===== src/bp_geometry_pkg.sv =====
package bp_geometry_pkg;

    ////////////////////////////////////////////////////////////
    // fetch address
    ////////////////////////////////////////////////////////////

    localparam int pc_width = 32;
    // sequential fetch step, one 32-bit instruction
    localparam int inst_bytes = 4;

    ////////////////////////////////////////////////////////////
    // history and pattern tables
    ////////////////////////////////////////////////////////////

    // index field skips the byte offset, bits 9..2
    localparam int idx_lsb = 2;
    localparam int idx_width = 8;
    localparam int hist_width = 8;
    localparam int hist_entries = 256;
    localparam int pattern_entries = 256;

    ////////////////////////////////////////////////////////////
    // branch target buffer
    ////////////////////////////////////////////////////////////

    // direct mapped, 64 entries, index bits 7..2
    localparam int btb_idx_lsb = 2;
    localparam int btb_idx_width = 6;
    localparam int btb_entries = 1 << btb_idx_width;
    // tag covers everything above the index, bits 31..8
    localparam int btb_tag_lsb = 8;
    localparam int btb_tag_width = pc_width - btb_tag_lsb;

endpackage


===== src/bp_types_pkg.sv =====
package bp_types_pkg;

    // two-bit direction counter, upper bit is the prediction
    typedef logic [1:0] ctr_t;

    localparam ctr_t ctr_strong_nt = 2'b00;
    localparam ctr_t ctr_weak_nt = 2'b01;
    localparam ctr_t ctr_weak_t = 2'b10;
    localparam ctr_t ctr_strong_t = 2'b11;

    typedef logic [bp_geometry_pkg::hist_width-1:0] hist_t;
    typedef logic [bp_geometry_pkg::pc_width-1:0] pc_t;

    // stage 1 payload
    typedef struct packed {
        pc_t   pc;
        hist_t hist;
    } lookup_t;

    // stage 2 payload, what fetch sees
    typedef struct packed {
        pc_t  pc;
        logic taken;
        pc_t  next_pc;
    } pred_t;

    function automatic logic ctr_taken(ctr_t ctr);
        return ctr[1];
    endfunction

    // one step toward the outcome, saturating at both ends
    function automatic ctr_t ctr_next(ctr_t ctr, logic taken);
        ctr_t nxt;
        case (ctr)
            ctr_strong_nt: nxt = taken ? ctr_weak_nt : ctr_strong_nt;
            ctr_weak_nt:   nxt = taken ? ctr_weak_t : ctr_strong_nt;
            ctr_weak_t:    nxt = taken ? ctr_strong_t : ctr_weak_nt;
            ctr_strong_t:  nxt = taken ? ctr_strong_t : ctr_weak_t;
            default:       nxt = ctr;
        endcase
        return nxt;
    endfunction

endpackage


===== src/branch_history_table.sv =====
`timescale 1ns/100ps

module branch_history_table (
    input  logic                clk,
    input  logic                rst,

    // fetch side lookup
    input  bp_types_pkg::pc_t   lookup_pc,
    output bp_types_pkg::hist_t lookup_hist,

    // resolve side
    input  logic                update_valid,
    input  bp_types_pkg::pc_t   update_pc,
    input  logic                update_taken,
    output bp_types_pkg::hist_t update_hist
);

    ////////////////////////////////////////////////////////////
    // storage
    ////////////////////////////////////////////////////////////

    // one shift register per branch slot
    bp_types_pkg::hist_t hist_mem [bp_geometry_pkg::hist_entries];

    logic [bp_geometry_pkg::idx_width-1:0] lookup_idx;
    logic [bp_geometry_pkg::idx_width-1:0] update_idx;

    // address bits 9..2 pick the slot
    assign lookup_idx = lookup_pc[bp_geometry_pkg::idx_lsb +: bp_geometry_pkg::idx_width];
    assign update_idx = update_pc[bp_geometry_pkg::idx_lsb +: bp_geometry_pkg::idx_width];

    ////////////////////////////////////////////////////////////
    // read ports
    ////////////////////////////////////////////////////////////

    // both combinational
    assign lookup_hist = hist_mem[lookup_idx];

    // pre-shift value, the pattern table trains on this one
    assign update_hist = hist_mem[update_idx];

    ////////////////////////////////////////////////////////////
    // update
    ////////////////////////////////////////////////////////////

    always_ff @(posedge clk) begin
        if (rst) begin
            // all histories start at zero
            for (int i = 0; i < bp_geometry_pkg::hist_entries; i++) begin
                hist_mem[i] <= '0;
            end
        end else if (update_valid) begin
            // oldest outcome drops off the top, newest enters at bit 0
            hist_mem[update_idx] <= {
                update_hist[bp_geometry_pkg::hist_width-2:0],
                update_taken
            };
        end
    end

endmodule


===== config.mk =====
export PLATFORM = sky130hd
export DESIGN_NAME = branch_history_table
export DESIGN_NICKNAME = d
export VERILOG_FILES = /design/src/bp_geometry_pkg.sv /design/src/bp_types_pkg.sv /design/src/branch_history_table.sv
export SDC_FILE = /design/constraint.sdc
export NUM_CORES = 2
export LEC_CHECK = 0
export ABC_AREA = 1
export BUFFER_PORTS_ARGS = -buffer_cell sky130_fd_sc_hd__buf_2
export CAP_MARGIN = 10
export CORE_ASPECT_RATIO = 0.7
export CORE_MARGIN = 5
export CORE_UTILIZATION = 40
export DETAILED_ROUTE_END_ITERATION = 8
export PLACE_DENSITY = 0.63
export SLEW_MARGIN = 20
export SYNTH_ARGS = -nofsm -noshare
export SYNTH_HDL_FRONTEND = slang
export SYNTH_SLANG_ARGS = --single-unit

===== constraint.sdc =====
create_clock -name clk -period 5.4 [get_ports clk]
set_clock_uncertainty 0.2 [all_clocks]
set_input_delay 0.54 -clock clk [delete_from_list [all_inputs] [get_ports clk]]
set_output_delay 0.54 -clock clk [all_outputs]
set_load 0.005 [all_outputs]

==> reports/metrics.yaml <==
hp-class: "in2reg"
dpl_cell_area_sq_mm: 0.118
grt_pass1_vias: 94896
crit_top_cell: "nand2_1"
peakVddDrop_mv: 0.280
powerDensity_mw_per_mm2: 309
crit_chain: "buf_8 -> inv_8 -> buf_4 -> nand2_1 -> nand2_1 -> nand2_1 -> nand3_1 -> nand2_1 -> nand2_1 -> nor2_1 -> nor2_1 -> nor2_1 -> nand2_1 -> nand2_1 -> nand2_1 -> nor2_4 -> buf_12 -> inv_1 -> buf_2"
cts_setup_buffers: 0
yosysSeqAreaShare_pct: 54.8
cts_tree: "built"
dpl.hpwl_mm: 300
worst_setup_path_end_kind: "output pin"
tightest_slew_ns: 1.21
maxCapViolCount: 0
critPathLaunch: "update_pc[2]"
drive_above_1_share_pct: 5.40
cts_buffers: 204
drv_slew: 0
cts.clk_slew.worst_paths_ns: 0.06
area_delta_synth_final_pct: 10.3
grt_overflow: 0
vias: 106924
yosysTopAreaCell: "edfxtp_1"
leakagePower_nw: 48.9
worstPathMaxFanout: 54
cts_root_buf: "clkbuf_16"
ios: 84
synth_area_leaders: "edfxtp_1 (55%), nand2_1 (21%), nand3_1 (9.6%)"
port_buffers: 35
numClockSinks: 2048
htreeDepth: 4
ctsHoldBuffers: 0
hold_viol: 0
die-area_sq_mm: 0.292
finalCriticalPeriod_ns: 5.01
holdWs_ns: 0.0524
grt_max_degree: 137
yosysUniqueCellTypes: 22
wire_per_inst_um: 26.2
fp.coreArea_sq_mm: 0.279
max_slew_margin_pct: 18.2
cts.path.max_buffers: 4
stdcell_area_sq_mm: 0.124
first_pass_iters: 7
synth_top_area_share_pct: 54.8
cp.arrival_ns: 4.27
crit_type: "in2out"
finalSetupTns_ns: 0
setup_violations: 0
slowest_delay_ns: 0.57
rsz0062_at_grt: "no"
floorplan.initialDensity_pct: 40.3
clk_latency_ns: 0.94
drcViolationCount: 0
ant_nets: 0
cp_slowest_cell: "nor2_1"
syn_area_per_cell_sq_um: 7.81
top_regs: "hist_mem: 2048 flops"
die_h_um: 453
syn_inst: 14381
rr_startpoint: "hist_mem[239][0]"
viasPerCell: 6.01
largest_reg_flops: 2048
die_w_um: 643
syn-cell-area_sq_mm: 0.112
gp_congestion: 1.03
cts_resized: 0
start_kind: "primary input"
std_cell_rows: 162
fin_crit_sh_pct: 92.8
finalNetCount: 13977
status: "completed"
ys_warn_count: 0
drt-initial-drc-count: 19283
routed_wl_mm: 467
ys_seq_elements: 2048
grt.total_usage_pct: 30.7
worstPathRequired_ns: 4.66
grt_antenna_before_repair: 31
grt_first_pass_wirelength_mm: 667
regMostFlops: "hist_mem"
synthesis.nets: 14449
hold_start: "update_taken"
postLayoutCoreUtil_pct: 44.4
fmax_mhz: 199
[layout make-up]
class / instances / area (sq um)
Antenna cell: 45 / 113
Clock buffer: 243 / 5400
Clock inverter: 119 / 827
Fill cell: 27258 / 155000
Inverter: 60 / 300
Multi-Input combinational cell: 11161 / 46100
Sequential cell: 2048 / 61500
Tap cell: 3690 / 4620
Timing Repair Buffer: 434 / 4980
[critical path, delay by kind of cell]
family                 cells  cell delay, ns
buffers and inverters      6            1.42
AND/OR/NAND/NOR           13            2.10
[metal layers]
layer	track usage, %	wire [um]	vias up
met5	0.389	38	-
met1	43.6	180000	50309
li1	-	-	46632
met4	12.9	21600	6
met2	40.5	182000	8796
met3	13.0	83200	1181
[cells by family after synthesis]
kind of cell,synth area share [%]
AND/OR/NAND/NOR,38.4
flip-flops,54.8
buffers and inverters,4.35
AO/OA/AOI/OAI,2.50
[per-stage QoR]
| step | worst slack [ns] | power (mW) | cells |
|---|---|---|---|
| after floorplan | 2.26 | 21.6 | 14381 |
| after global placement | 0.521 | 24.0 | 17393 |
| after detailed placement | 0.483 | 24.1 | 17393 |
| after CTS | 0.602 | 37.9 | 17755 |
| after global routing | 0.309 | 39.1 | 17766 |
| final | 0.387 | 38.3 | 17800 |
[Yosys cell counts]
library cell  count
nand4_1         157
buf_1            92
buf_2           235
and2_0            1
o21ai_1          79
nor2_1         1991
o21ai_0          49
inv_2             9
nor3_1           15
clkinv_1          1
nand2_2           1
nand2_1        6306
nor3_2            3
edfxtp_1       2048
nor2_2            4
a22oi_1          80
clkbuf_1        734
nand3_1        2153
inv_1            50
and2_1            8
buf_4            51
a21oi_1         314
[final timing paths]
| path | slack [ns] | endpoint | cells past startpoint |
|---|---|---|---|
| hold reg to reg | 1.17 | hist_mem[98][7] | 11 |
| hold / removal | 0.05 | hist_mem[26][0] | 3 |
| setup reg to reg | 1.50 | hist_mem[84][1] | 14 |
| setup / recovery | 0.39 | update_hist[1] | 19 |
[layout by cell type, fill, tap and decap left out, types with 4 or more instances in the layout]
cell	synthesis	final
diode_2	0	45
nor2_1	1991	1974
nand3_1	2153	2153
nor3_4	0	4
a21oi_1	314	314
inv_2	9	5
buf_4	51	260
clkinv_1	1	62
clkbuf_16	0	211
buf_2	235	28
nor2_2	4	9
o21ai_0	49	48
buf_12	0	140
inv_1	50	43
and2_1	8	8
edfxtp_1	2048	2048
nand4_1	157	157
a22oi_1	80	80
inv_8	0	8
buf_8	0	5
clkinv_2	0	38
nand2_1	6306	6304
clkinvlp_4	0	7
nor2_4	0	12
clkbuf_1	734	32
nor3_2	3	13
inv_6	0	4
o21ai_1	79	80
bufinv_16	0	11
[report_power, final]
part | total [mW] | internal [mW] | switching (mW)
clock | 14.2 | 7.61 | 6.62
combinational | 5.72 | 1.31 | 4.41
sequential | 18.3 | 18.0 | 0.321
total | 38.3 | 26.9 | 11.3
Note: power is estimated with default switching activity, not from simulation.
